===== src/hw/mips_pkg.sv =====
// word and register index types, opcode, funct, alu operation, alu class and forwarding enums
package mips_pkg;

   typedef logic [31:0] word_t;
   typedef logic [4:0]  reg_idx_t;

   localparam int NUM_REGS = 32;

   // primary opcodes, bits 31:26
   typedef enum logic [5:0] {
      OP_R_TYPE = 6'h00,
      OP_ADDI   = 6'h08,
      OP_LW     = 6'h23,
      OP_SW     = 6'h2b
   } opcode_e;

   // r-type function field, bits 5:0
   typedef enum logic [5:0] {
      FN_ADD = 6'h20,
      FN_SUB = 6'h22,
      FN_AND = 6'h24,
      FN_OR  = 6'h25,
      FN_SLT = 6'h2a
   } funct_e;

   typedef enum logic [2:0] {
      ALU_ADD = 3'd0,
      ALU_SUB = 3'd1,
      ALU_AND = 3'd2,
      ALU_OR  = 3'd3,
      ALU_SLT = 3'd4
   } alu_op_e;

   // what main control tells the alu control
   typedef enum logic [1:0] {
      CLS_MEM_ADDR = 2'd0,
      CLS_IMM_ADD  = 2'd1,
      CLS_FUNCT    = 2'd2
   } alu_class_e;

   typedef enum logic [1:0] {
      FWD_REGFILE = 2'd0,
      FWD_EXMEM   = 2'd1,
      FWD_MEMWB   = 2'd2
   } fwd_sel_e;

endpackage


===== src/hw/fetch_stage.sv =====
// program counter, instruction word address and if/id register with stall hold
`timescale 1ns/1ps

module fetch_stage (
   input  logic            clk,
   input  logic            rst_n,
   input  logic            stall_i,
   input  mips_pkg::word_t instr_i,
   output mips_pkg::word_t instr_addr_o,
   output mips_pkg::word_t ifid_instr_o,
   output mips_pkg::word_t ifid_pc4_o
);

   import mips_pkg::*;

   word_t pc;
   word_t pc_plus_4;

   assign pc_plus_4    = pc + 32'd4;
   // byte pc to word address
   assign instr_addr_o = pc >> 2;

   always_ff @(posedge clk) begin
      if (!rst_n) begin
         pc           <= '0;
         ifid_instr_o <= '0;
      end
      else if (!stall_i) begin
         pc           <= pc_plus_4;
         ifid_instr_o <= instr_i;
      end
   end

   always_ff @(posedge clk) begin
      if (!stall_i) begin
         ifid_pc4_o <= pc_plus_4;
      end
   end

endmodule


===== config.mk =====
export PLATFORM = sky130hd
export DESIGN_NAME = fetch_stage
export DESIGN_NICKNAME = d
export VERILOG_FILES = /design/src/hw/mips_pkg.sv /design/src/hw/fetch_stage.sv
export SDC_FILE = /design/constraint.sdc
export NUM_CORES = 1
export LEC_CHECK = 0
export BUFFER_PORTS_ARGS = -buffer_cell sky130_fd_sc_hd__buf_2
export CORE_MARGIN = 2
export CORE_UTILIZATION = 40
export DETAILED_ROUTE_END_ITERATION = 12
export PLACE_DENSITY = 0.67
export SETUP_SLACK_MARGIN = 0.02
export SLEW_MARGIN = 10
export SYNTH_ARGS = -nofsm -noshare
export SYNTH_HDL_FRONTEND = slang
export SYNTH_SLANG_ARGS = --single-unit

===== constraint.sdc =====
create_clock -name clk -period 2.15 [get_ports clk]
set_clock_uncertainty 0.2 [all_clocks]
set_input_delay 0.215 -clock clk [delete_from_list [all_inputs] [get_ports clk]]
set_output_delay 0.215 -clock clk [all_outputs]
set_load 0.01 [all_outputs]

---- Word-level counts from Yosys, hierarchy flattened ----
Index checks and enable logic that the tools add are counted.
word-level totals
  flip-flop bits (word level) ............. 96
  input bits .............................. 35
operators by class
  add/subtract/negate cells ............... 1
operators by type and width
  kind                                           count
  adder 32 x 3 -> 32 bit, second input constant  1

---- Depth between registers and ports, before layout ----
  depth after elaboration ................. 1
  mapped depth ............................ 7
  depth with buffers taken out ............ 5

---- Worst setup path after synthesis ----
Ideal clock, no wire load.
  path kind ............................... register to register
  start ................................... reg pc[5]
  end ..................................... reg ifid_pc4_o[29], data pin
  arrival ................................. 1930 ps
  library setup time ...................... 263 ps
  slack ................................... -243 ps
  clock period less this slack ............ 2393 ps
  required time ........................... 1687 ps
  stages on the path, launching flop included .. 6
  cell sequence ........................... dfxtp_1 > clkbuf_1 > nand3_1 > or4_4 > or4_1 > xnor2_1
between the ends
  word-level cells in the longest chain between the ends .. 1
ends and longest elaborated chain
  element                  line               RTL
  from (decl)              fetch_stage.sv:16  word_t pc;
  from (signal assigned)   fetch_stage.sv:29  pc <= pc_plus_4;
  adder 32 x 3 -> 32 bit   fetch_stage.sv:19  assign pc_plus_4 = pc + 32'd4;
  named net pc_plus_4[29]  fetch_stage.sv:17  word_t pc_plus_4;
  to (signal assigned)     fetch_stage.sv:36  ifid_pc4_o <= pc_plus_4;
  to (decl)                fetch_stage.sv:11  output mips_pkg::word_t ifid_pc4_o
The timed path passes the listed nets, and every way through them passes these cells.
A chain may end at the register's enable or synchronous reset.

---- Worst setup path after layout ----
  start ................................... reg pc[10]
  end ..................................... reg pc[31]
between the ends
  word-level cells in the longest chain between the ends .. 1
ends and longest elaborated chain
  element                 line
  adder 32 x 3 -> 32 bit  fetch_stage.sv:19
No other way between the ends.

==> results.md <==
* Status: finished, violations left
* Failing checks: setup timing
* Gr ovfl total at 0
* Most common cell after layout, fill and taps aside: buf_2
* Worst path cell trace: nand4_1 > or4_4 > buf_8 > or4_4 > a21oi_1
* Core Region at 0.009684 mm^2
* Vias/cell at 4.976
* CTS Buffer Depth at 2
* Placer Congestion at 0.8000
* Largest area contributor in the netlist: dfxtp_1
* Starting Density at between 40% and 50%
* Die ar. at between 0.01 and 0.015 mm^2
* Top Layer Used: met4
* Clock slew at reported path FFs at roughly 90 ps
* Largest net degree at the start of global routing at 33
* Worst path slowest cell: or4_4
* Pre-antenna DRT Iters at 4
* Detailed-route via count at 3498
* Top-area cell type share of the netlist area at 31.30%
* Antenna violations before repair at 0
* Synth top area cells: dfxtp_1, edfxtp_1, mux2i_1, nor2_1, xor2_1
* IO Port Bufs at 126
* H-tree levels at 3
* PwrDens at approximately 600 mW/mm^2
* HPWL Detailed at 6671 um
* Post-DP Area at 0.004975 mm^2
* Number of routed nets with antenna violations at 0
* Met2 wire length at 4915 um
* Nets@finish at between 600 and 700
* Vias in the first global route at 3529
* DRC Markers at 0
* Register area share after synthesis at 54.02%
* Routed wl met3 at 649 um
* FILL cells at around 830
* Layout cell share with drive strength beyond 1 at between 30% and 40%
* Post-synthesis compound-gate area fraction at about 5.4%
* Req. time, crit path at 2230 ps
* Hold Vio Cnt, Final at 0
* Critical path arrival at approximately 2200 ps
* CTS buffer count at 9
* Startpoint Class: flop
* Wl on met1 at 4232 um
* Clk_lat worst skew at roughly 350 ps
* Crit Path Category: reg -> reg
* Routed wire length at 9942 um
* Area occupied by multi-input gates at 0.001690 mm^2
* Worst path max stage delay at 570 ps
* Syn avg cell area at 10.41 um^2
* Post-Layout Inst Area at 0.005559 mm^2
* N_diodes at 0
* Slew Viols, Final at 0
* Worst vdd ir at between 0.0002 and 0.0003 V
* Final setup violation count at 1
* Syn. warnings at 0
* Worst setup EP type: flop
* Most frequent CP cell: or4_4
* Cells after DPL at 652
* Routed len/inst at 14.14 um
* WP buf/inv at 1
* Register bit total from synthesis at 92
* Distinct cells, synth at 33
* # IOs at between 100 and 150
* RSZ-0062 raised after global routing: true
* Post-route insts no fill at 703
* Root Buffer: clkbuf_8
* Die X at between 100 and 150 um
* Xor/xnor share of the synthesized area at 8.615%
* Max Cap Viol at 0
* Fraction of the mapped netlist area in adder cells at 0.3156%
* DRC marker count from the first detailed-route iteration at 134
* Sequential cell area at between 0.002 and 0.0025 mm^2
* Fin Hold WS at roughly 150 ps
* Post-synthesis simple-gate area fraction at 19.15%
* Min Tclk post-route at about 2200 ps
* Critical path's top delay family: simple AND/OR/NAND/NOR gates
* Crit-path max FO at 6
* CTS tree: yes
* Tot GR Track Use at 18.65%
* Fmax at ~0.46 GHz
* Leakage at around 2.5 nW
* Largest family of logic cells by synthesized area: simple AND/OR/NAND/NOR gates
* Post-synthesis mux area share at 8.331%
* Most frequent cells in the layout: buf_2, nor2_1, dfxtp_1, buf_4, mux2i_1
* Final setup margin at -17.13 ps
* Ratio of final minimum period to clock period at 100.8%
* CTS sink cnt at 92
* Area grow syn2layout at 40.20%
* Die height at 103.6 um
* Syn Inst Count at between 300 and 400
* Synthesized area at 0.003965 mm^2
* Min-Delay Path Class: in -> reg
* Num rows at 36
* Global-route wire length before repair at 16530 um
==> tightest hold or removal path, stage by stage <==
cell and delay [ps]:
buf_2 80, inv_2 30, buf_4 220, nor2_1 120
==> Yosys cell counts <==
| library cell | n |
|---|---|
| inv_2 | 1 |
| dfxtp_1 | 62 |
| nand4b_1 | 1 |
| xor2_1 | 21 |
| or3_1 | 5 |
| clkbuf_1 | 25 |
| buf_4 | 4 |
| and3_1 | 1 |
| buf_6 | 1 |
| conb_1 | 1 |
| nand4_1 | 14 |
| or4_4 | 1 |
| nor4_1 | 7 |
| edfxtp_1 | 30 |
| o21ai_0 | 5 |
| a21oi_1 | 18 |
| nor2b_1 | 1 |
| buf_2 | 2 |
| nor2_1 | 52 |
| nor3_1 | 11 |
| o31ai_1 | 11 |
| or4_1 | 13 |
| xnor2_1 | 18 |
| mux2i_1 | 33 |
| ha_1 | 1 |
| o41ai_1 | 2 |
| nand2_1 | 15 |
| nand4_4 | 1 |
| inv_1 | 3 |
| and2_1 | 1 |
| and4_1 | 7 |
| nand4bb_1 | 1 |
| nand3_1 | 12 |
==> sequential cells by signal, summed over array words and instances, names as in the netlist <==
signal	flops
ifid_instr_o	32
pc	30
ifid_pc4_o	30
==> metrics by stage <==
step	power [W]	setup slack (ps)	TNS [ps]	util, %
finish	0.003381	-17.13	-17.13	57.40
global route	0.003519	-83.65	-204.5	57.40
CTS	0.003422	43.67	0	56.90
detailed placement	0.002178	-62.25	-244.0	51.37
global placement	0.002170	1.596	0	51.37
floorplan	0.002056	9.511	0	-
==> final timing paths <==
path | from | endpoint | slack, ps | cells past startpoint
setup reg to reg | pc[10]$_SDFFE_PN0N_ | pc[31]$_SDFFE_PN0N_ | -20 | 5
hold / removal | rst_n | ifid_instr_o[25]$_SDFFE_PN0N_ | 150 | 4
setup / recovery | pc[10]$_SDFFE_PN0N_ | pc[31]$_SDFFE_PN0N_ | -20 | 5
hold reg to reg | ifid_instr_o[25]$_SDFFE_PN0N_ | ifid_instr_o[25]$_SDFFE_PN0N_ | 300 | 2
==> repair_timing <==
action / CTS / global route
hold buffers: 32 / 0
gates cloned: 0 / 1
resized for setup: 1 / 4
buffers inserted: 1 / 1
pin swaps: 1 / 3
setup endpoints to repair: 8 / 12
endpoints found under the hold margin: 32 / 0
==> report_power, final <==
group,leakage (nW),switching (W),internal [W]
clock network,0.104,0.000592,0.000606
registers,0.828,0.0000257,0.00184
logic,1.60,0.000161,0.000154
total,2.53,0.000779,0.00260
==> logic make-up (layout without fill, tap and decap cells) <==
logic type                 after synthesis  in the layout
xor gates and xnor gates                39             39
AOI/OAI and AO/OA                       36             36
DFF                                     92             92
muxes                                   33             33
adders and majority gates                1              1
and+or+nand+nor                        143            143
buffers and inverters                   36            222
other                                    1              4
==> layer usage <==
layer	GRT usage, %	up-vias
met1	22.94	1626
met4	6.467	0
met2	32.40	134
li1	-	1724
met3	4.028	14
met5	0	-
==> cell type report <==
class,instances,area share [%]
Multi-Input combinational cell,256,30.41
Inverter,4,0.2701
Sequential cell,92,39.16
Clock inverter,3,0.8103
Timing Repair Buffer,202,23.50
Clock buffer,13,2.858
Tap cell,133,2.993
No activity file was read; power rests on OpenSTA's default activity.
