File: src/hw/mips_pkg.sv
// word and register index types, opcode, funct, alu operation, alu class and forwarding enums
package mips_pkg;

   typedef logic [31:0] word_t;
   typedef logic [4:0]  reg_idx_t;

   localparam int NUM_REGS = 32;

   // primary opcodes, bits 31:26
   typedef enum logic [5:0] {
      OP_R_TYPE = 6'h00,
      OP_ADDI   = 6'h08,
      OP_LW     = 6'h23,
      OP_SW     = 6'h2b
   } opcode_e;

   // r-type function field, bits 5:0
   typedef enum logic [5:0] {
      FN_ADD = 6'h20,
      FN_SUB = 6'h22,
      FN_AND = 6'h24,
      FN_OR  = 6'h25,
      FN_SLT = 6'h2a
   } funct_e;

   typedef enum logic [2:0] {
      ALU_ADD = 3'd0,
      ALU_SUB = 3'd1,
      ALU_AND = 3'd2,
      ALU_OR  = 3'd3,
      ALU_SLT = 3'd4
   } alu_op_e;

   // what main control tells the alu control
   typedef enum logic [1:0] {
      CLS_MEM_ADDR = 2'd0,
      CLS_IMM_ADD  = 2'd1,
      CLS_FUNCT    = 2'd2
   } alu_class_e;

   typedef enum logic [1:0] {
      FWD_REGFILE = 2'd0,
      FWD_EXMEM   = 2'd1,
      FWD_MEMWB   = 2'd2
   } fwd_sel_e;

endpackage

File: src/hw/mem_writeback_stage.sv
// data ram, mem/wb register, writeback select and led output register
`timescale 1ns/1ps

module mem_writeback_stage #(
   parameter int unsigned        DMEM_WORDS = 64,
   parameter mips_pkg::reg_idx_t LED_REG    = 5'd8
) (
   input  logic               clk,
   input  logic               rst_n,
   input  mips_pkg::word_t    alu_result_i,
   input  mips_pkg::word_t    store_data_i,
   input  mips_pkg::reg_idx_t dest_i,
   input  logic               memread_i,
   input  logic               memwrite_i,
   input  logic               memtoreg_i,
   input  logic               regwrite_i,
   output logic               wb_regwrite_o,
   output mips_pkg::reg_idx_t wb_dest_o,
   output mips_pkg::word_t    wb_data_o,
   output logic [7:0]         led_o
);

   import mips_pkg::*;

   localparam int AW = (DMEM_WORDS > 1) ? $clog2(DMEM_WORDS) : 1;

   word_t         dmem [DMEM_WORDS];
   logic [AW-1:0] dmem_idx;
   word_t         rd_word;

   // word addressed from the byte address
   assign dmem_idx = alu_result_i[AW+1:2];
   assign rd_word  = memread_i ? dmem[dmem_idx] : '0;

   always_ff @(posedge clk) begin
      if (memwrite_i) begin
         dmem[dmem_idx] <= store_data_i;
      end
   end

   always_ff @(posedge clk) begin
      if (!rst_n) begin
         wb_regwrite_o <= 1'b0;
      end
      else begin
         wb_regwrite_o <= regwrite_i;
      end
   end

   always_ff @(posedge clk) begin
      wb_dest_o <= dest_i;
      wb_data_o <= memtoreg_i ? rd_word : alu_result_i;
   end

   // loads alongside the register file write
   always_ff @(posedge clk) begin
      if (!rst_n) begin
         led_o <= '0;
      end
      else if (wb_regwrite_o && (wb_dest_o == LED_REG)) begin
         led_o <= wb_data_o[7:0];
      end
   end

endmodule

File: config.mk
export PLATFORM = sky130hd
export DESIGN_NAME = mem_writeback_stage
export DESIGN_NICKNAME = d
export VERILOG_FILES = /design/src/hw/mips_pkg.sv /design/src/hw/mem_writeback_stage.sv
export SDC_FILE = /design/constraint.sdc
export NUM_CORES = 2
export LEC_CHECK = 0
export ABC_AREA = 1
export BUFFER_PORTS_ARGS = -buffer_cell sky130_fd_sc_hd__clkbuf_2
export CAP_MARGIN = 20
export CORE_MARGIN = 2
export CORE_UTILIZATION = 50
export DETAILED_ROUTE_END_ITERATION = 10
export GPL_TIMING_DRIVEN = 0
export PLACE_DENSITY = 0.71
export SETUP_SLACK_MARGIN = 0.3
export SYNTH_ARGS = -nofsm -noshare
export SYNTH_HDL_FRONTEND = slang
export SYNTH_SLANG_ARGS = --single-unit
File: constraint.sdc
create_clock -name clk -period 5.6 [get_ports clk]
set_input_delay 0.28 -clock clk [delete_from_list [all_inputs] [get_ports clk]]
set_output_delay 0.28 -clock clk [all_outputs]
set_load 0.01 [all_outputs]
* Yosys cells after proc, flatten, opt, wreduce, memory -nomap -nowiden
Memory sizes are Yosys's and may differ from the RTL's. Index checks and enable logic that the tools add are counted.
Operators by class: equal/unequal tests 1, muxes and demuxes 4, reductions and logical operators 1
Operators by type and width (count):
- 2-to-1 mux 32 bit | 2
- equality test 5 x 4 -> 1 bit (second input constant) | 1
- 2-to-1 mux 1 bit | 2
- logical AND 1 bit | 1
Word-level totals: bits in registers 46, bits in writable memories 2048, input port bits 75, output and inout port bits 46, word-level logic and storage cells 11, memories 1
Memory list:
- dmem | words 64, width 32, read ports 1, clocked after memory_dff 0, write ports 1, line mem_writeback_stage.sv:27 | word_t dmem [DMEM_WORDS];

* Logic depth before layout (Yosys ltp)
An unclocked memory read counts as a cell.
word-level depth 3, depth in mapped cells 17

* Worst setup path before layout
Ideal clock, no wire load.
path type input port to flip-flop, start input alu_result_i[3], end memory dmem[40][0] in the netlist's numbering, enable pin, library setup time 0.502 ns, data arrival time 4.083 ns, data required time 5.098 ns, slack 1.015 ns, cell stages on the path 5, path buffers 2, cells stage by stage buf_4 clkbuf_1 nor2_1 inv_1 nor4_1
RTL lines:
- from (decl) | line mem_writeback_stage.sv:10 | input mips_pkg::word_t alu_result_i,
- to (decl) | line mem_writeback_stage.sv:27
No word-level cell before the write port.

* Worst setup path after layout
start input alu_result_i[5], end memory dmem[40][16] in the netlist's numbering, enable pin
No word-level cell before the write port.

==> results.toml <==
[routing]
vias_per_cell = 5.45
wl_per_cell_um = 23.1
num_vias = 63000
drt_first_pass_iters = 8
wirelength_mm = 267
post-route-drc-count = 0
ant_nets = 0
drt_iter0_markers = 8681

[cts]
clk_pin_slew_ns = 0.06
cts_tree = "built"
clock_sinks = 2094
cts-resized-gates = 0
clockBufferDepth = 3
worstSkewPairLatency_ns = 0.86
cts_buffers = 207
cts_root_buffer = "clkbuf_16"
h-tree-depth = 4

[global_route]
grt_pass1_wl_mm = 386
grt_usage = 0.294
use_met2 = 0.458
grt_max_degree = 65
antenna_found_initial = 14
use_met1 = 0.388
top_usage_layer = "met2"
first_global_vias = 59600
overflow = 0
use_met3 = 0.0616

[sta]
grt_setup_unrepaired = "no"
max_freq_ghz = 0.250
finalSetupViolCount = 0
setup_slack_ns = 1.60
worst_pin_slew_ns = 1.28
maxSlewHeadroom = 0.145
drv_slew = 0
whs_ns = 0.0404
period_share = 0.715
setup_tns_ns = 0
hold_viol = 0
layout_min_cycle_time_ns = 4.00
skew_ns = 0.0353

[critical_path]
cp_common_cell = "buf_4"
slowest_delay_ns = 0.96
path_delay_family = "buffers and inverters"
crit_fanout = 10
worstPathRequired_ns = 6.16
rrSetupSlack_ns = 2.97
rr_endpoint = "wb_data_o[16]"
rr_worst_depth = 12
cp_slowest_cell = "nor4_2"
cp-end-kind = "flip-flop"
path_cells = "dlygate4sd3_1 > clkbuf_2 > inv_2 > nor3_2 > buf_2 > inv_2 > nor4_2 > buf_4 > buf_4 > buf_4 > buf_4"
worstReg2RegStart = "dmem[17][16]"
critPathKind = "input pin to flip-flop"
cp.arrival_ns = 4.56
worstSetupStartpointType = "input pin"
crit_buf_inv = 9

[synthesis]
synthXorXnorAreaFrac = 0
synth_compound_gate_area_share = 0.00191
synth_top_family_by_area = "simple AND/OR/NAND/NOR gates"
netlist_area_um2 = 87800
synth_adder_area_share = 0
synthDistinctLibCells = 23
synth_mux_area_frac = 0
syn_nets = 8661
ys_seq_area_frac = 0.711
postSynthCellCount = 8586
yosysWarnings = 0
ys_ff_latch = 2094
syn_avg_cell_area_um2 = 10.2
synth-simple-area-share = 0.257

[layout]
nNetsFinal = 9135
drive_gt1_frac = 0.0975
n_fill_cell = 14000
finalNonFillerCells = 11600
area_delta_synth_final_pct = 15.1

[floorplan]
coreArea_um2 = 174000
io_pins = 121
dieHeight_um = 423
rows = 153
die_w_um = 423
initial_utilization = 0.504
dieArea_um2 = 179000

[flow_run]
maxCapViolCount = 0

[placement]
hpwl_mm = 182
dp.cells = 11100
port-buffer-count = 116
pre_cts_ws_ns = 1.62
place_congestion = 0.995

[power_and_ir_drop]
peakVddDrop_uv = 263
p_leak_nw = 42.5
powerDensity_nw_per_um2 = 332
total_power_w = 0.0336

[outcome]
status = "completed"

[worst_hold_path]
hp-start = "dest_i[4]"
min_path_cells = 2
min_to = "wb_dest_o[4]"
hold_path.class = "input pin to flip-flop"
## stage by stage
step | cell area, µm² | util
2_1_floorplan | 87800 | -
3_3_place_gp | 91300 | 0.524
3_5_place_dp | 93800 | 0.539
4_1_cts | 101000 | 0.580
5_1_grt | 101000 | 0.580
6_report | 101000 | 0.580
## worst max path at each step
stage | from | end | cells past startpoint
finish | alu_result_i[5] | dmem[40][16] | 11
global route | alu_result_i[5] | dmem[40][12] | 11
CTS | alu_result_i[5] | dmem[40][14] | 11
detailed placement | alu_result_i[5] | dmem[40][17] | 10
global placement | alu_result_i[5] | dmem[41][17] | 6
floorplan | alu_result_i[3] | dmem[40][0] | 5
## routing by layer
layer	wire length (µm)	share of wire
met5	30	0.00011
met3	29400	0.11
met1	100000	0.38
met4	16900	0.063
met2	120000	0.45
## kinds of logic (layout without fill, tap and decap cells)
| kind of cell | Yosys count | count (layout) |
|---|---|---|
| compound gates | 30 | 30 |
| buf+inv | 469 | 1111 |
| flops | 2094 | 2094 |
| other cells | 0 | 7 |
| simple gates | 5993 | 5993 |
## flip-flops by register name, summed over array words and instances (netlist names)
signal         count
wb_data_o         32
dmem            2048
wb_regwrite_o      1
wb_dest_o          5
led_o              8
## report_power, final
| part | leakage (nW) | switching (W) | total [W] | internal, W |
|---|---|---|---|---|
| combinational | 20.5 | 0.00183 | 0.00243 | 0.000600 |
| clock | 3.24 | 0.00604 | 0.0138 | 0.00774 |
| sequential | 18.8 | 0.0000328 | 0.0174 | 0.0173 |
## worst reg2reg max path: stages (launching register included)
cell and delay, ns:
edfxtp_1 0.36, nand2_1 0.07, nand2_1 0.06, nand2_1 0.07, nand2_1 0.06, nand2_1 0.13
nand2_1 0.17, nand2_1 0.13, nand2_1 0.07, nor2_1 0.95, nand2_1 0.28, nand2_1 0.13
nand2_1 0.05
## synth_stat cells
master	count	area (µm²)
clkbuf_1	95	357
o211ai_1	7	52.6
buf_1	25	93.8
nor4_1	2	12.5
o21ai_1	4	20.0
nand3_1	11	55.1
inv_4	1	6.26
or2_0	1	6.26
a21oi_1	8	40.0
nor3_2	7	70.1
buf_4	57	428
buf_2	198	991
nor3_1	1	5.00
nor2_1	139	522
or2_2	4	25.0
nand4_1	3	18.8
inv_1	33	124
edfxtp_1	2048	61500
buf_6	54	608
o21ai_0	11	55.1
nand2_1	5825	21900
dfxtp_1	46	921
inv_2	6	22.5
## cell type report
type	instances	area (µm²)	share of cell area
well taps	2325	2910	0.0288
clock inverters	126	1250	0.0124
clock buffers	251	5400	0.0534
flip-flops and latches	2094	62400	0.618
repair buffers	265	3180	0.0315
multi-input cells	6023	23200	0.230
diodes	7	17.5	0.000173
inverters	40	153	0.00151
plain buffers	429	2480	0.0245
## placed cells by master (no fill, tap or decap), types with 8 or more instances in the layout
cell and instances:
dfxtp_1 46, buf_1 25, clkinv_1 46, clkbuf_2 91, nor2_4 62, nand3_1 11
clkinv_2 37, nor2_1 77, nand2_1 5825, clkbuf_16 207, clkbuf_4 27, inv_1 33
edfxtp_1 2048, buf_16 27, clkbuf_1 132, dlygate4sd3_1 51, a21oi_1 8, bufinv_16 19
buf_4 66, buf_6 54, buf_2 198, buf_12 56, nor3_2 8, o21ai_0 11
## repair_timing
item                       CTS  global route
setup endpoints to repair    0             0
hold endpoints to repair   333             0
hold buffers                51             0
buffers inserted             0             0
(Power assumes the default switching activity.)
