<file path="src/hw/mips_pkg.sv">
// word and register index types, opcode, funct, alu operation, alu class and forwarding enums
package mips_pkg;

   typedef logic [31:0] word_t;
   typedef logic [4:0]  reg_idx_t;

   localparam int NUM_REGS = 32;

   // primary opcodes, bits 31:26
   typedef enum logic [5:0] {
      OP_R_TYPE = 6'h00,
      OP_ADDI   = 6'h08,
      OP_LW     = 6'h23,
      OP_SW     = 6'h2b
   } opcode_e;

   // r-type function field, bits 5:0
   typedef enum logic [5:0] {
      FN_ADD = 6'h20,
      FN_SUB = 6'h22,
      FN_AND = 6'h24,
      FN_OR  = 6'h25,
      FN_SLT = 6'h2a
   } funct_e;

   typedef enum logic [2:0] {
      ALU_ADD = 3'd0,
      ALU_SUB = 3'd1,
      ALU_AND = 3'd2,
      ALU_OR  = 3'd3,
      ALU_SLT = 3'd4
   } alu_op_e;

   // what main control tells the alu control
   typedef enum logic [1:0] {
      CLS_MEM_ADDR = 2'd0,
      CLS_IMM_ADD  = 2'd1,
      CLS_FUNCT    = 2'd2
   } alu_class_e;

   typedef enum logic [1:0] {
      FWD_REGFILE = 2'd0,
      FWD_EXMEM   = 2'd1,
      FWD_MEMWB   = 2'd2
   } fwd_sel_e;

endpackage

</file>
<file path="src/hw/execute_stage.sv">
// operand forwarding, alu control, alu and ex/mem register
`timescale 1ns/1ps

module execute_stage (
   input  logic                 clk,
   input  logic                 rst_n,
   input  mips_pkg::word_t      rs_val_i,
   input  mips_pkg::word_t      rt_val_i,
   input  mips_pkg::word_t      imm_i,
   input  mips_pkg::reg_idx_t   rs_idx_i,
   input  mips_pkg::reg_idx_t   rt_idx_i,
   input  mips_pkg::reg_idx_t   dest_idx_i,
   input  logic [5:0]           funct_i,
   input  mips_pkg::alu_class_e alu_class_i,
   input  logic                 alusrc_i,
   input  logic                 memread_i,
   input  logic                 memwrite_i,
   input  logic                 memtoreg_i,
   input  logic                 regwrite_i,
   input  logic                 wb_regwrite_i,
   input  mips_pkg::reg_idx_t   wb_dest_i,
   input  mips_pkg::word_t      wb_data_i,
   output mips_pkg::word_t      alu_result_o,
   output mips_pkg::word_t      store_data_o,
   output mips_pkg::reg_idx_t   dest_o,
   output logic                 memread_o,
   output logic                 memwrite_o,
   output logic                 memtoreg_o,
   output logic                 regwrite_o
);

   import mips_pkg::*;

   fwd_sel_e fwd_a;
   fwd_sel_e fwd_b;
   word_t    op_a;
   word_t    rt_fwd;
   word_t    op_b;
   alu_op_e  alu_op;
   word_t    alu_out;

   // ex/mem wins over mem/wb, register 0 never forwards
   function automatic fwd_sel_e pick_src(input reg_idx_t src, input logic exmem_wr,
                                         input reg_idx_t exmem_dest, input logic memwb_wr,
                                         input reg_idx_t memwb_dest);
      fwd_sel_e sel;
      if (exmem_wr && (exmem_dest != '0) && (exmem_dest == src)) begin
         sel = FWD_EXMEM;
      end
      else if (memwb_wr && (memwb_dest != '0) && (memwb_dest == src)) begin
         sel = FWD_MEMWB;
      end
      else begin
         sel = FWD_REGFILE;
      end
      return sel;
   endfunction

   function automatic word_t fwd_mux(input fwd_sel_e sel, input word_t reg_val,
                                     input word_t exmem_val, input word_t memwb_val);
      word_t val;
      case (sel)
         FWD_EXMEM: val = exmem_val;
         FWD_MEMWB: val = memwb_val;
         default:   val = reg_val;
      endcase
      return val;
   endfunction

   assign fwd_a  = pick_src(rs_idx_i, regwrite_o, dest_o, wb_regwrite_i, wb_dest_i);
   assign fwd_b  = pick_src(rt_idx_i, regwrite_o, dest_o, wb_regwrite_i, wb_dest_i);
   assign op_a   = fwd_mux(fwd_a, rs_val_i, alu_result_o, wb_data_i);
   assign rt_fwd = fwd_mux(fwd_b, rt_val_i, alu_result_o, wb_data_i);
   assign op_b   = alusrc_i ? imm_i : rt_fwd;

   // alu control
   always_comb begin
      alu_op = ALU_ADD;
      if (alu_class_i == CLS_FUNCT) begin
         case (funct_i)
            FN_SUB:  alu_op = ALU_SUB;
            FN_AND:  alu_op = ALU_AND;
            FN_OR:   alu_op = ALU_OR;
            FN_SLT:  alu_op = ALU_SLT;
            default: alu_op = ALU_ADD;
         endcase
      end
   end

   always_comb begin
      case (alu_op)
         ALU_SUB: alu_out = op_a - op_b;
         ALU_AND: alu_out = op_a & op_b;
         ALU_OR:  alu_out = op_a | op_b;
         ALU_SLT: alu_out = ($signed(op_a) < $signed(op_b)) ? 32'd1 : 32'd0;
         default: alu_out = op_a + op_b;
      endcase
   end

   always_ff @(posedge clk) begin
      if (!rst_n) begin
         memread_o  <= 1'b0;
         memwrite_o <= 1'b0;
         memtoreg_o <= 1'b0;
         regwrite_o <= 1'b0;
      end
      else begin
         memread_o  <= memread_i;
         memwrite_o <= memwrite_i;
         memtoreg_o <= memtoreg_i;
         regwrite_o <= regwrite_i;
      end
   end

   always_ff @(posedge clk) begin
      alu_result_o <= alu_out;
      store_data_o <= rt_fwd;
      dest_o       <= dest_idx_i;
   end

endmodule

</file>
<file path="config.mk">
export PLATFORM = sky130hd
export DESIGN_NAME = execute_stage
export DESIGN_NICKNAME = d
export VERILOG_FILES = /design/src/hw/mips_pkg.sv /design/src/hw/execute_stage.sv
export SDC_FILE = /design/constraint.sdc
export NUM_CORES = 1
export LEC_CHECK = 0
export ABC_AREA = 1
export BUFFER_PORTS_ARGS = -buffer_cell sky130_fd_sc_hd__buf_2
export CAP_MARGIN = 20
export CORE_ASPECT_RATIO = 1.75
export CORE_UTILIZATION = 47
export CTS_CLUSTER_DIAMETER = 50
export CTS_CLUSTER_SIZE = 40
export DETAILED_ROUTE_END_ITERATION = 16
export HOLD_SLACK_MARGIN = 0.12
export PLACE_DENSITY = 0.7
export REMOVE_ABC_BUFFERS = 1
export SYNTH_ARGS = -nofsm -noshare
export SYNTH_HDL_FRONTEND = slang
export SYNTH_SLANG_ARGS = --single-unit
</file>
<file path="constraint.sdc">
create_clock -name clk -period 5.8 [get_ports clk]
set_input_delay 1.45 -clock clk [delete_from_list [all_inputs] [get_ports clk]]
set_output_delay 1.45 -clock clk [all_outputs]
set_load 0.02 [all_outputs]
</file>
Word-level counts from Yosys, hierarchy flattened
Index checks and enable logic that the tools add are counted.
- bits in registers: 73
- latch bits: 0
- bits in writable memories: 0
- ROM bits: 0
- bits of input ports: 164
- output and inout port bits: 73
- word-level logic and storage cells: 48
- memories: 0
- add/sub/neg operators: 2
- multiply operators: 0
- div/mod/pow operators: 0
- order comparisons: 1
- eq/ne operators: 17
- shift operators: 0
- mux-type cells: 11
- bitwise operators: 2
- reduce and logical (&&, ||, !) cells: 8
- operator list (operator ; count):
    32-bit one-hot mux with 2 select lines ; 2
    32-bit one-hot mux with 4 select lines ; 1
    32-bit adder ; 1
    32-bit bitwise AND ; 1
    32-bit < comparator ; 1
    32-bit 2-to-1 mux ; 1
    32-bit OR ; 1
    32-bit subtractor ; 1
    6-bit equality test, second input constant ; 4
    5-bit equality test ; 4
    3-bit one-hot mux with 4 select lines ; 1
    5-bit nonzero test ; 2
    2-bit 2-to-1 mux ; 4
    2-bit equality test, second input constant ; 3
    3-bit by 2-bit equality test with 1-bit output, second input constant ; 2
    1-bit logical AND ; 6
    2-bit by 1-bit equality test with 1-bit output, second input constant ; 2
    3-bit by 1-bit equality test with 1-bit output, second input constant ; 1
    3-bit equality test, second input constant ; 1
    3-bit 2-to-1 mux ; 1
    1-bit 2-to-1 mux ; 1

Depth between registers and ports, before layout
- word-level depth: 11
- gate-level depth with buffers: 26
- depth with buffers taken out: 25

Least setup slack after synthesis
No wires, ideal clock.
- path kind: in2reg
- start point: input wb_dest_i[2]
- end point: register alu_result_o[24]
- setup time: 0.121 ns
- arrival time: 3.950 ns
- data required time: 5.679 ns
- setup slack: 1.729 ns
- cell stages on the path: 25
- path buffers: 1
- cells stage by stage: nor3_1 > nand2_1 > nand2_1 > inv_1 > nand3_2 > nand2_1 > inv_2 > buf_2 > nand2_1 > nand4_1 > nand2_1 > ha_1 > fa_1 > inv_1 > nand3_1 > nand2_1 > nand2_1 > nand2_1 > nand2_1 > nand2_1 > nand3_1 > nand2_1 > nand2_1 > nand3_1 > nand3_1
- word-level cells in the longest chain between the ends: 10
- elaborated cells between the ends (all ways): 22
- those cells by class: add/sub (2); eq/ne (6); mux (8); bitwise (2); reduce/logical (4)
- RTL lines (element ; RTL line ; text):
    from (decl) ; execute_stage.sv:21 ; input mips_pkg::reg_idx_t wb_dest_i,
    5-bit nonzero test ; execute_stage.sv:50 ; else if (memwb_wr && (memwb_dest != '0) && (memwb_dest == src)) begin
    1-bit logical AND (2 in series) ; execute_stage.sv:50 ;
    2-bit 2-to-1 mux ; execute_stage.sv:50 ;
    2-bit 2-to-1 mux ; execute_stage.sv:47 ; if (exmem_wr && (exmem_dest != '0) && (exmem_dest == src)) begin
    2-bit equality test / 2-bit by 1-bit equality test with 1-bit output (equally long branches) ; execute_stage.sv:62 ; case (sel)
    32-bit one-hot mux with 2 select lines ; execute_stage.sv:62 ;
    32-bit 2-to-1 mux ; execute_stage.sv:74 ; assign op_b = alusrc_i ? imm_i : rt_fwd;
    32-bit adder, or another cell as far along ; execute_stage.sv:96 ; default: alu_out = op_a + op_b;
    32-bit one-hot mux with 4 select lines * ; execute_stage.sv:91 ; case (alu_op)
    net alu_out[24] ; execute_stage.sv:40 ; word_t alu_out;
    to (signal assigned) ; execute_stage.sv:116 ; alu_result_o <= alu_out;
    to (decl) ; execute_stage.sv:23 ; output mips_pkg::word_t alu_result_o,
The timed path passes the listed nets; every way through them passes the cells marked *.
A chain may end at the register's enable or synchronous reset.

Worst setup path in the final report
- start point: input rs_idx_i[0]
- end point: register alu_result_o[24]
- word-level cells in the longest chain between the ends: 8
- elaborated cells between the ends (all ways): 14
- those cells by class: add/sub (2); eq/ne (4); mux (4); bitwise (2); reduce/logical (2)
- RTL lines (element ; RTL line ; text):
    from (decl) ; execute_stage.sv:10 ; input mips_pkg::reg_idx_t rs_idx_i,
    5-bit equality test ; execute_stage.sv:50 ;
    1-bit logical AND ; execute_stage.sv:50 ;
    2-bit 2-to-1 mux ; execute_stage.sv:50 ;
    2-bit 2-to-1 mux * ; execute_stage.sv:47 ;
    2-bit equality test / 2-bit by 1-bit equality test with 1-bit output (equally long branches) ; execute_stage.sv:62 ;
    32-bit one-hot mux with 2 select lines * ; execute_stage.sv:62 ;
    32-bit adder, or another cell as far along ; execute_stage.sv:96 ;
    32-bit one-hot mux with 4 select lines * ; execute_stage.sv:91 ;
    net alu_out[24] ; execute_stage.sv:40 ;
Marks and branches as above.

==> results.json <==
{
  "finalWeightedCongestion": 1.07,
  "tritoncts": "yes",
  "num_rows": 71,
  "crit_path_max_fanout": 16,
  "post_cts_resized": 0,
  "worst_hold_slack_ns": 0.552,
  "p_int_w": 0.00140,
  "drc_errors": 0,
  "max_freq_mhz": 204,
  "p_leak_nw": 7.26,
  "io-pin-count": 237,
  "hp-class": "reg2reg",
  "arrival_ns": 5.16,
  "drt_iter0_markers": 676,
  "layout.nets": 2345,
  "post-route-util": 0.571,
  "final.setup.tns_ns": 0,
  "worstSetupStartpointType": "input port",
  "final_antenna_net_count": 0,
  "grt_util_all_layers": 0.388,
  "synth.most_common_cell": "nand2_1",
  "grt_pass1_wl_mm": 65.2,
  "end_kind": "register",
  "async_flop_share": 0,
  "synth_edf_count": 0,
  "p_sw_frac": 0.471,
  "power_density_mw_per_mm2": 214,
  "drv_slew": 0,
  "wl_mm": 43.9,
  "timing.final.setup_violations": 0,
  "p_switching_w": 0.00124,
  "dieArea_mm2": 0.0228,
  "synth_area_leaders": "nand2_1 (23%), dfxtp_1 (14%), ha_1 (12%)",
  "synth_top_area_share": 0.235,
  "cts_buffers": 9,
  "sequentialPowerShare": 0.247,
  "hold_buffers": 0,
  "dpl.hpwl_mm": 35.2,
  "yosys.area.top_type": "nand2_1",
  "clk_latency_ns": 0.39,
  "syn_to_final_growth_pct": 18.4,
  "post-route-period-util": 0.844,
  "die_w_um": 115,
  "wl_per_cell_um": 18.4,
  "grt.overflow.total": 0,
  "post_cts_buffers": 0,
  "firstDrtPassIters": 5,
  "pwr-share-comb": 0.518,
  "worst_slack_ns": 0.906,
  "yosys-top-cells-count": "nand2_1 (652), inv_1 (287), nor2_1 (145), nand3_1 (138), ha_1 (96)",
  "vdd_drop_max_mv": 0.121,
  "viasPerCell": 5.32,
  "clockBufferDepth": 2,
  "start_util": 0.483,
  "synth_flop_cell": "dfxtp_1",
  "synth.ff_latch_count": 73,
  "vias": 12700,
  "outcome": "completed",
  "synth_area_mm2": 0.0104,
  "hold_viol": 0,
  "ys_seq_area_frac": 0.140,
  "dieHeight_um": 199,
  "placedInstanceArea_mm2": 0.0120,
  "grt_max_degree": 48,
  "cts.sinks": 73,
  "io_buffers": 236,
  "post-place-ws_ns": 0.569,
  "worst_slew_pin_slew_ns": 0.784,
  "antenna_found_initial": 1,
  "rsz0062_at_grt": "no",
  "synthCells": 1849,
  "ys_warn_count": 0,
  "core_mm2": 0.0216,
  "drive_gt1_frac": 0.193,
  "slew-limit-headroom": 0.478,
  "htreeDepth": 3,
  "p_clk_frac": 0.236,
  "fin_crit_ns": 4.89,
  "synthDistinctLibCells": 45,
  "path_class": "in2reg",
  "grt_pass1_vias": 12400,
  "maxCapViolCount": 0,
  "clk_pin_slew_ns": 0.07,
  "required_ns": 6.06,
  "fin_skew_ns": 0.0103,
  "syn_area_per_cell_um2": 5.64,
  "root_buffer": "clkbuf_16",
  "finish.instance_area_mm2": 0.0123
}
layout by cell type (no fill, tap or decap), types with 25 or more instances in the layout:
master,n
nand2_1,652
inv_1,286
buf_2,236
nor2_1,144
nand3_1,138
ha_1,96
a21oi_1,91
dfxtp_1,73
buf_4,47
nand4_1,45
or2_2,39
or2_1,25
o21ai_0,25
cells by family (layout without fill, tap and decap cells):
family                     count (synthesis)  after routing  synth area share
AOI/OAI and AO/OA                        194            194             0.122
xor gates and xnor gates                  37             37            0.0318
adders and majority gates                 98             98             0.119
buffers and inverters                    369            608             0.144
DFF                                       73             73             0.140
other                                      0              2                 0
and+or+nand+nor                         1078           1078             0.443
through the flow:
stage	total power, W	cells
after floorplan	0.00148	1786
after global placement	0.00199	2364
after detailed placement	0.00200	2364
after CTS	0.00262	2380
after global routing	0.00279	2381
final	0.00264	2382
power by group through the flow:
stage | Clock, W | Sequential [W] | Combinational (W)
floorplan | 0 | 0.000751 | 0.000726
global placement | 0 | 0.000661 | 0.00133
detailed placement | 0 | 0.000659 | 0.00134
CTS | 0.000624 | 0.000650 | 0.00134
global route | 0.000642 | 0.000658 | 0.00149
finish | 0.000621 | 0.000651 | 0.00137
layer usage:
metal | vias up | global-route usage | routed length [um]
li1 | 6258 | - | -
met1 | 5773 | 0.364 | 15000
met2 | 459 | 0.729 | 23000
met3 | 177 | 0.0512 | 1920
met4 | 0 | 0.330 | 3950
met5 | - | 0 | 0
sequential cells by signal (all words and copies together) (netlist names):
signal / count
memtoreg_o: 1
regwrite_o: 1
alu_result_o: 32
store_data_o: 32
memread_o: 1
dest_o: 5
memwrite_o: 1
area by class of cell:
class                      instances  area [um2]
inverter                         306        1150
sequential                        73        1460
antenna                            2        5.00
multi-input combinational       1407        7460
clock buffer                      10         239
tap                              292         365
fill                            2319        9250
timing repair buffer             286        1590
clock inverter                     6        65.1
worst max-delay path, cell delays in order:
cell and delay [ns]:
buf_2 0.12, xnor2_1 0.13, nand2_1 0.08, nor3_2 0.18, nand2_2 0.24, inv_2 0.43
nor2_4 0.22, nand2_1 0.14, o221ai_2 0.13, inv_2 0.08, ha_1 0.19, inv_1 0.11
fa_1 0.46, o21bai_1 0.29, buf_4 0.18, nand2_1 0.05, nand2_1 0.18, nand2_1 0.11
nand4_1 0.10, nand2_1 0.09, nand2_1 0.08, nand3_1 0.10
worst paths after layout:
check,start,end,slack [ns],depth (start not counted)
max reg2reg,dest_o[2]$_DFF_P_,alu_result_o[30]$_DFF_P_,1.58,22
max,rs_idx_i[0],alu_result_o[24]$_DFF_P_,0.91,22
min reg2reg,alu_result_o[6]$_DFF_P_,store_data_o[6]$_DFF_P_,0.55,2
min,alu_result_o[6]$_DFF_P_,store_data_o[6]$_DFF_P_,0.55,2
Note: power is estimated with default switching activity, not from simulation.
