## src/hw/mips_pkg.sv

```systemverilog
// word and register index types, opcode, funct, alu operation, alu class and forwarding enums
package mips_pkg;

   typedef logic [31:0] word_t;
   typedef logic [4:0]  reg_idx_t;

   localparam int NUM_REGS = 32;

   // primary opcodes, bits 31:26
   typedef enum logic [5:0] {
      OP_R_TYPE = 6'h00,
      OP_ADDI   = 6'h08,
      OP_LW     = 6'h23,
      OP_SW     = 6'h2b
   } opcode_e;

   // r-type function field, bits 5:0
   typedef enum logic [5:0] {
      FN_ADD = 6'h20,
      FN_SUB = 6'h22,
      FN_AND = 6'h24,
      FN_OR  = 6'h25,
      FN_SLT = 6'h2a
   } funct_e;

   typedef enum logic [2:0] {
      ALU_ADD = 3'd0,
      ALU_SUB = 3'd1,
      ALU_AND = 3'd2,
      ALU_OR  = 3'd3,
      ALU_SLT = 3'd4
   } alu_op_e;

   // what main control tells the alu control
   typedef enum logic [1:0] {
      CLS_MEM_ADDR = 2'd0,
      CLS_IMM_ADD  = 2'd1,
      CLS_FUNCT    = 2'd2
   } alu_class_e;

   typedef enum logic [1:0] {
      FWD_REGFILE = 2'd0,
      FWD_EXMEM   = 2'd1,
      FWD_MEMWB   = 2'd2
   } fwd_sel_e;

endpackage

```

## src/hw/register_file.sv

```systemverilog
// 32 x 32-bit register file with write-through reads and register 0 tied to zero
`timescale 1ns/1ps

module register_file (
   input  logic               clk,
   input  logic               rst_n,
   input  mips_pkg::reg_idx_t rs_idx_i,
   input  mips_pkg::reg_idx_t rt_idx_i,
   output mips_pkg::word_t    rs_val_o,
   output mips_pkg::word_t    rt_val_o,
   input  logic               wr_en_i,
   input  mips_pkg::reg_idx_t wr_idx_i,
   input  mips_pkg::word_t    wr_data_i
);

   import mips_pkg::*;

   word_t regs [NUM_REGS];
   logic  wr_live;

   // register 0 never takes a write
   assign wr_live = wr_en_i && (wr_idx_i != '0);

   always_ff @(posedge clk) begin
      if (!rst_n) begin
         for (int i = 0; i < NUM_REGS; i++) begin
            regs[i] <= '0;
         end
      end
      else if (wr_live) begin
         regs[wr_idx_i] <= wr_data_i;
      end
   end

   // same-cycle write shows up on the read side
   assign rs_val_o = (wr_live && (wr_idx_i == rs_idx_i)) ? wr_data_i : regs[rs_idx_i];
   assign rt_val_o = (wr_live && (wr_idx_i == rt_idx_i)) ? wr_data_i : regs[rt_idx_i];

endmodule

```

## src/hw/decode_stage.sv

```systemverilog
// main control decode, load-use hazard detection, sign extension and id/ex register
`timescale 1ns/1ps

module decode_stage (
   input  logic                 clk,
   input  logic                 rst_n,
   input  mips_pkg::word_t      ifid_instr_i,
   input  logic                 wb_regwrite_i,
   input  mips_pkg::reg_idx_t   wb_dest_i,
   input  mips_pkg::word_t      wb_data_i,
   output logic                 stall_o,
   output mips_pkg::word_t      rs_val_o,
   output mips_pkg::word_t      rt_val_o,
   output mips_pkg::word_t      imm_o,
   output mips_pkg::reg_idx_t   rs_idx_o,
   output mips_pkg::reg_idx_t   rt_idx_o,
   output mips_pkg::reg_idx_t   dest_idx_o,
   output logic [5:0]           funct_o,
   output mips_pkg::alu_class_e alu_class_o,
   output logic                 alusrc_o,
   output logic                 memread_o,
   output logic                 memwrite_o,
   output logic                 memtoreg_o,
   output logic                 regwrite_o
);

   import mips_pkg::*;

   reg_idx_t   rs_idx;
   reg_idx_t   rt_idx;
   reg_idx_t   rd_idx;
   word_t      rs_val;
   word_t      rt_val;
   word_t      imm_ext;
   logic       dec_regdst;
   alu_class_e dec_alu_class;
   logic       dec_alusrc;
   logic       dec_memread;
   logic       dec_memwrite;
   logic       dec_memtoreg;
   logic       dec_regwrite;

   assign rs_idx  = ifid_instr_i[25:21];
   assign rt_idx  = ifid_instr_i[20:16];
   assign rd_idx  = ifid_instr_i[15:11];
   assign imm_ext = {{16{ifid_instr_i[15]}}, ifid_instr_i[15:0]};

   register_file u_regfile (
      .clk      (clk),
      .rst_n    (rst_n),
      .rs_idx_i (rs_idx),
      .rt_idx_i (rt_idx),
      .rs_val_o (rs_val),
      .rt_val_o (rt_val),
      .wr_en_i  (wb_regwrite_i),
      .wr_idx_i (wb_dest_i),
      .wr_data_i(wb_data_i)
   );

   // unknown opcodes leave all main control bits at zero
   always_comb begin
      dec_regdst    = 1'b0;
      dec_alu_class = CLS_MEM_ADDR;
      dec_alusrc    = 1'b0;
      dec_memread   = 1'b0;
      dec_memwrite  = 1'b0;
      dec_memtoreg  = 1'b0;
      dec_regwrite  = 1'b0;
      case (ifid_instr_i[31:26])
         OP_R_TYPE: begin
            dec_regdst    = 1'b1;
            dec_alu_class = CLS_FUNCT;
            dec_regwrite  = 1'b1;
         end
         OP_ADDI: begin
            dec_alu_class = CLS_IMM_ADD;
            dec_alusrc    = 1'b1;
            dec_regwrite  = 1'b1;
         end
         OP_LW: begin
            dec_alusrc    = 1'b1;
            dec_memread   = 1'b1;
            dec_memtoreg  = 1'b1;
            dec_regwrite  = 1'b1;
         end
         OP_SW: begin
            dec_alusrc    = 1'b1;
            dec_memwrite  = 1'b1;
         end
         default: ;
      endcase
   end

   // load in id/ex feeding an operand of the instruction in if/id
   assign stall_o = memread_o && (dest_idx_o != '0) &&
                    ((dest_idx_o == rs_idx) || (dest_idx_o == rt_idx));

   always_ff @(posedge clk) begin
      if (!rst_n || stall_o) begin
         alu_class_o <= CLS_MEM_ADDR;
         alusrc_o    <= 1'b0;
         memread_o   <= 1'b0;
         memwrite_o  <= 1'b0;
         memtoreg_o  <= 1'b0;
         regwrite_o  <= 1'b0;
      end
      else begin
         alu_class_o <= dec_alu_class;
         alusrc_o    <= dec_alusrc;
         memread_o   <= dec_memread;
         memwrite_o  <= dec_memwrite;
         memtoreg_o  <= dec_memtoreg;
         regwrite_o  <= dec_regwrite;
      end
   end

   always_ff @(posedge clk) begin
      rs_val_o   <= rs_val;
      rt_val_o   <= rt_val;
      imm_o      <= imm_ext;
      rs_idx_o   <= rs_idx;
      rt_idx_o   <= rt_idx;
      dest_idx_o <= dec_regdst ? rd_idx : rt_idx;
      funct_o    <= ifid_instr_i[5:0];
   end

endmodule

```

## config.mk

```make
export PLATFORM = sky130hd
export DESIGN_NAME = decode_stage
export DESIGN_NICKNAME = d
export VERILOG_FILES = /design/src/hw/mips_pkg.sv /design/src/hw/register_file.sv /design/src/hw/decode_stage.sv
export SDC_FILE = /design/constraint.sdc
export NUM_CORES = 2
export LEC_CHECK = 0
export BUFFER_PORTS_ARGS = -buffer_cell sky130_fd_sc_hd__buf_4
export CAP_MARGIN = 40
export CORE_MARGIN = 2
export CORE_UTILIZATION = 45
export DETAILED_ROUTE_END_ITERATION = 8
export GPL_ROUTABILITY_DRIVEN = 0
export SETUP_SLACK_MARGIN = 0.15
export SYNTH_ARGS = -nofsm -noshare
export SYNTH_HDL_FRONTEND = slang
export SYNTH_HIERARCHICAL = 1
export SYNTH_SLANG_ARGS = --single-unit
```

## constraint.sdc

```tcl
create_clock -name clk -period 4 [get_ports clk]
set_clock_uncertainty 0.1 [all_clocks]
set_input_delay 0.2 -clock clk [delete_from_list [all_inputs] [get_ports clk]]
set_output_delay 0.2 -clock clk [all_outputs]
set_load 0.02 [all_outputs]
```

Word-level counts from Yosys, hierarchy flattened
Memory sizes are Yosys's and may differ from the RTL's.
Cells that the tools add are included.
{"block": "op_classes", "mux": 16, "bitwise_logic": 0, "multipliers": 0, "add_sub_neg": 0, "div_mod_pow": 0, "n_reduce_logical": 14, "n_eq_ne": 7, "shift": 0, "n_lt_le_gt_ge": 0}
{"cell": "2-to-1 mux 32 bit", "n": 3}
{"cell": "OR reduction 32 bit", "n": 1}
{"cell": "equality test 5 bit", "n": 4}
{"cell": "equality test 6 bit (second input constant)", "n": 2}
{"cell": "2-to-1 mux 1 bit", "n": 10}
{"cell": "2-to-1 mux 5 bit", "n": 2}
{"cell": "nonzero test 5 bit", "n": 2}
{"cell": "equality test 6 x 4 -> 1 bit (second input constant)", "n": 1}
{"cell": "zero test 6 bit", "n": 1}
{"cell": "OR reduction 3 bit", "n": 2}
{"cell": "logical AND 1 bit", "n": 5}
{"cell": "one-hot mux 2 bit (2 select lines)", "n": 1}
{"cell": "logical OR 1 bit", "n": 2}
{"cell": "zero test 1 bit", "n": 1}
{"block": "totals", "mem_count": 1, "elab_cells": 50, "rom_bits": 0, "inputBits": 72, "ramBits": 1024, "out_inout_bits": 125, "latch_bits": 0, "regBits": 107}
{"memory": "u_regfile.regs", "words": 32, "width": 32, "read_ports": 2, "rd_ports_with_merged_regs": 0, "write_ports": 32, "line_no": "register_file.sv:18", "source": "word_t regs [NUM_REGS];"}

Logic depth before layout (Yosys ltp)
{"block": "logic_depth", "ltp_word": 7, "ltp_mapped": 9, "ltp_nobuf": 5}

By module
Netlist, hierarchy kept.
{"module": "register_file", "area_each_um2": 53612.7, "cells_each": 3499, "seq_area_each_um2": 30749.5, "n_inst": 1}
{"module": "decode_stage", "area_each_um2": 2531.2, "cells_each": 164, "seq_area_each_um2": 2021.9, "n_inst": 1}

Worst setup path after synthesis
Ideal clock, no wire load.
{"block": "synth_path", "kind": "input to register", "start": "input rst_n", "end": "memory u_regfile/regs[24][0] (netlist name), enable pin", "setup_slack_ns": -0.319, "arrival_time_ns": 3.753, "required_ns": 3.434, "stages": 4, "setup_time_ns": 0.466, "path_cell_list": "inv_1 -> or4_1 -> buf_2 -> o21ai_0"}
{"element": "start, declared", "line_no": "decode_stage.sv:6", "source": "input logic rst_n,"}
{"element": "end, declared", "line_no": "register_file.sv:18"}

Worst setup path in the final report
{"block": "layout_path", "start": "input ifid_instr_i[22]", "end": "register rs_val_o[19]"}
{"block": "layout_via", "elab_chain_len": 3}
{"element": "start, declared", "line_no": "decode_stage.sv:7", "source": "input mips_pkg::word_t ifid_instr_i,"}
{"element": "parallel branches: the longest is 2 deep, another holds memory (32 x 32 bit)"}
{"element": "2-to-1 mux 32 bit (*)", "line_no": "register_file.sv:36", "source": "assign rs_val_o = (wr_live && (wr_idx_i == rs_idx_i)) ? wr_data_i : regs[rs_idx_i];"}
{"element": "net rs_val[19]", "line_no": "decode_stage.sv:32", "source": "word_t rs_val;"}
{"element": "end signal, assigned", "line_no": "decode_stage.sv:118", "source": "rs_val_o <= rs_val;"}
{"element": "end, declared", "line_no": "decode_stage.sv:12", "source": "output mips_pkg::word_t rs_val_o,"}
Mark *: on every way through the listed nets, which the timed path passes.
A chain may end at the register's enable or synchronous reset.

==> results.sh <==
export IMPL_cp_slowest_stage_delay_ps=620
export IMPL_clock_latency_ps=760
export IMPL_wl_per_cell_um=34.4
export IMPL_finalSetupViolations=0
export IMPL_cts_buffer_depth=3
export IMPL_crit_cells=7
export IMPL_clkSinkCount=1125
export IMPL_violations="design-rule violations"
export IMPL_fin_crit_ps=2750
export IMPL_finalNonFillerCells=5605
export IMPL_syn_inst=3663
export IMPL_clock_root_buffer="clkbuf_16"
export IMPL_grt_pass1_wl_mm=268
export IMPL_vias_per_cell=6.48
export IMPL_worstReg2RegStart="dest_idx_o[1]"
export IMPL_yosysTopAreaCellShare_pct=54.8
export IMPL_cts_tree="done"
export IMPL_dr_wl_met2_mm=86.6
export IMPL_wl_met1_mm=77.3
export IMPL_track_usage_pct=30.2
export IMPL_path_clk_slew_ps=60
export IMPL_postSynthAreaPerCell_um2=15.3
export IMPL_floorplan_initialDensity_pct=45.4
export IMPL_crit_type="in -> reg"
export IMPL_ys_seq_area_share_pct=58.4
export IMPL_status="finished with violations"
export IMPL_grt_pass1_vias=35200
export IMPL_vias=36300
export IMPL_peakVddDrop_v=0.000385
export IMPL_relSlewSlack_pct=22.7
export IMPL_fmax_mhz=364
export IMPL_ys_seq_elements=1125
export IMPL_floorplan_rows=129
export IMPL_drc_errors=46
export IMPL_synth_distinct_cells=48
export IMPL_place_ws_ps=849
export IMPL_die_w_um=357
export IMPL_hold_viol=0
export IMPL_routed_wl_mm=193
export IMPL_synth_area_mm2=0.0561
export IMPL_cp_top_family="buffers and inverters"
export IMPL_firstDrtPassIters=9
export IMPL_synthToLayoutAreaGrowth_pct=16.6
export IMPL_grt_ovfl_total=0
export IMPL_critPathBufInv=3
export IMPL_antenna_found_initial=18
export IMPL_hold_class="in -> reg"
export IMPL_finish_utilization_pct=52.9
export IMPL_worstHoldStart="wb_regwrite_i"
export IMPL_fillers=9913
export IMPL_hold_depth=5
export IMPL_h_tree_depth=3
export IMPL_ys_flop_type="edfxtp_1"
export IMPL_cts_setup_buffers=0
export IMPL_dp_cells=5274
export IMPL_layout_setup_ws_ps=1250
export IMPL_timing_hold_ws_ps=84.6
export IMPL_ioPinCount=197
export IMPL_yosysWarnings=6
export IMPL_async_flop_share_pct=0
export IMPL_place_hpwl_mm=113
export IMPL_crit_chain="dlygate4sd3_1 -> buf_8 -> buf_4 -> mux4_2 -> o22ai_1 -> or4_1 -> o21ai_0"
export IMPL_worstMarginPinSlew_ps=1160
export IMPL_die_height_um=357
export IMPL_synthTopCellsByArea="edfxtp_1 (55%), mux4_2 (20%), and2_1 (11%)"
export IMPL_top_layer="met5"
export IMPL_core_area_mm2=0.124
export IMPL_drive_gt1_share_pct=29.0
export IMPL_finalPower_mw=29.1
export IMPL_multiInputGateArea_mm2=0.0222
export IMPL_synth_edf_count=1024
export IMPL_nNetsFinal=3920
export IMPL_cp_startpoint="ifid_instr_i[22]"
export IMPL_cp_required_ps=4550
export IMPL_end_kind="flop"
export IMPL_cts_resized=0
export IMPL_arrival_ps=3290
export IMPL_io_buffers=196
export IMPL_cap_violations=0
export IMPL_cp_max_fo=98
export IMPL_cp_start_kind="input pin"
export IMPL_power_density_mw_per_mm2=444
export IMPL_met3_length_mm=23.0
export IMPL_yosys_top_cells_count="edfxtp_1 (1024), and2_1 (993), mux4_2 (508), clkbuf_1 (266), o22ai_1 (248)"
export IMPL_yosys_cell_count_top_type="edfxtp_1"
export IMPL_fin_crit_sh_pct=68.7
export IMPL_leakagePower_nw=22.5
export IMPL_cts_buffers_inserted=120
export IMPL_drt_initial_drc_count=5550
export IMPL_ant_nets=0
export IMPL_r2r_worst_path_cells=4
export IMPL_synth_top_cell_by_area="edfxtp_1"
export IMPL_rsz0062_at_grt="no"
export IMPL_grt_max_degree=99
export IMPL_dieArea_mm2=0.128
export IMPL_cp_slowest_cell="buf_8"
export IMPL_ff_latch_area_mm2=0.0328
export IMPL_drv_slew=0
## metrics by stage
step           instance area [um^2]  TNS (ps)
6_report                      65400         0
4_1_cts                       65400         0
5_1_grt                       65400         0
2_1_floorplan                 56300    -69510
3_5_place_dp                  60400         0
3_3_place_gp                  60200         0
## path summary, 6_finish.rpt
path | to | slack [ps]
worst min register to register | alu_class_o[1] | 730
worst max register to register | memwrite_o | 1690
worst max-delay path | rs_val_o[19] | 1250
worst min-delay path | rt_val_o[31] | 80
## cell usage in the layout (no fill, tap or decap), types with 64 or more instances in the layout
cell type      synthesis  layout
edfxtp_1            1024    1024
and2_1               993     993
mux4_2               508     508
buf_4                 69     302
o22ai_1              248     248
clkbuf_16              0     120
dfxtp_1              101     101
dlygate4sd3_1          0      89
nand2_1               75      72
or4_1                 64      64
## layer usage
| metal | vias to the layer above | global-route usage, % |
|---|---|---|
| met4 | 4 | 9.61 |
| met2 | 2346 | 45.2 |
| li1 | 14500 | - |
| met1 | 19100 | 44.0 |
| met3 | 334 | 7.17 |
| met5 | - | 0 |
## worst reg2reg max path, cell delays in order, from the launching register on
cell and delay (ps):
dfxtp_1 370, or4_4 550, o21a_4 250, a2111oi_4 360
dlygate4sd3_1 620
## area by class of cell
type	instances	share of cell area, %
Antenna cell	12	0.0459
Tap cell	1637	3.13
Inverter	2	0.0115
Timing Repair Buffer	447	6.51
Sequential cell	1125	50.1
Clock inverter	72	1.33
Clock buffer	158	5.00
Multi-Input combinational cell	2152	33.9
## timing repair
item                       in CTS  in global routing
hold buffers                   89                  0
hold endpoints to repair     1093                  0
setup endpoints to repair       0                  0
## state kept, by name (all words and copies together) (netlist names)
register	flops
alu_class_o	2
alusrc_o	1
dest_idx_o	5
funct_o	5
imm_o	11
memtoreg_o	1
memwrite_o	1
regwrite_o	1
rs_idx_o	5
rs_val_o	32
rt_idx_o	5
rt_val_o	32
u_regfile/regs	1024
## where the power goes
group          internal, mW  switching (mW)
clock network          6.93            4.88
registers              13.5           0.394
logic                  1.48            1.87
## cell families (layout without fill, tap and decap cells)
kind of cell    Yosys count  after routing  synth area share, %
mux                     524            524                 20.7
buf+inv                 417            679                 3.44
simple gates           1220           1220                 13.3
compound gates          356            356                 3.93
other cells               1             44              0.00668
xor+xnor                 20             20                0.312
flops                  1125           1125                 58.4
Power figures use the tool's default switching activity.
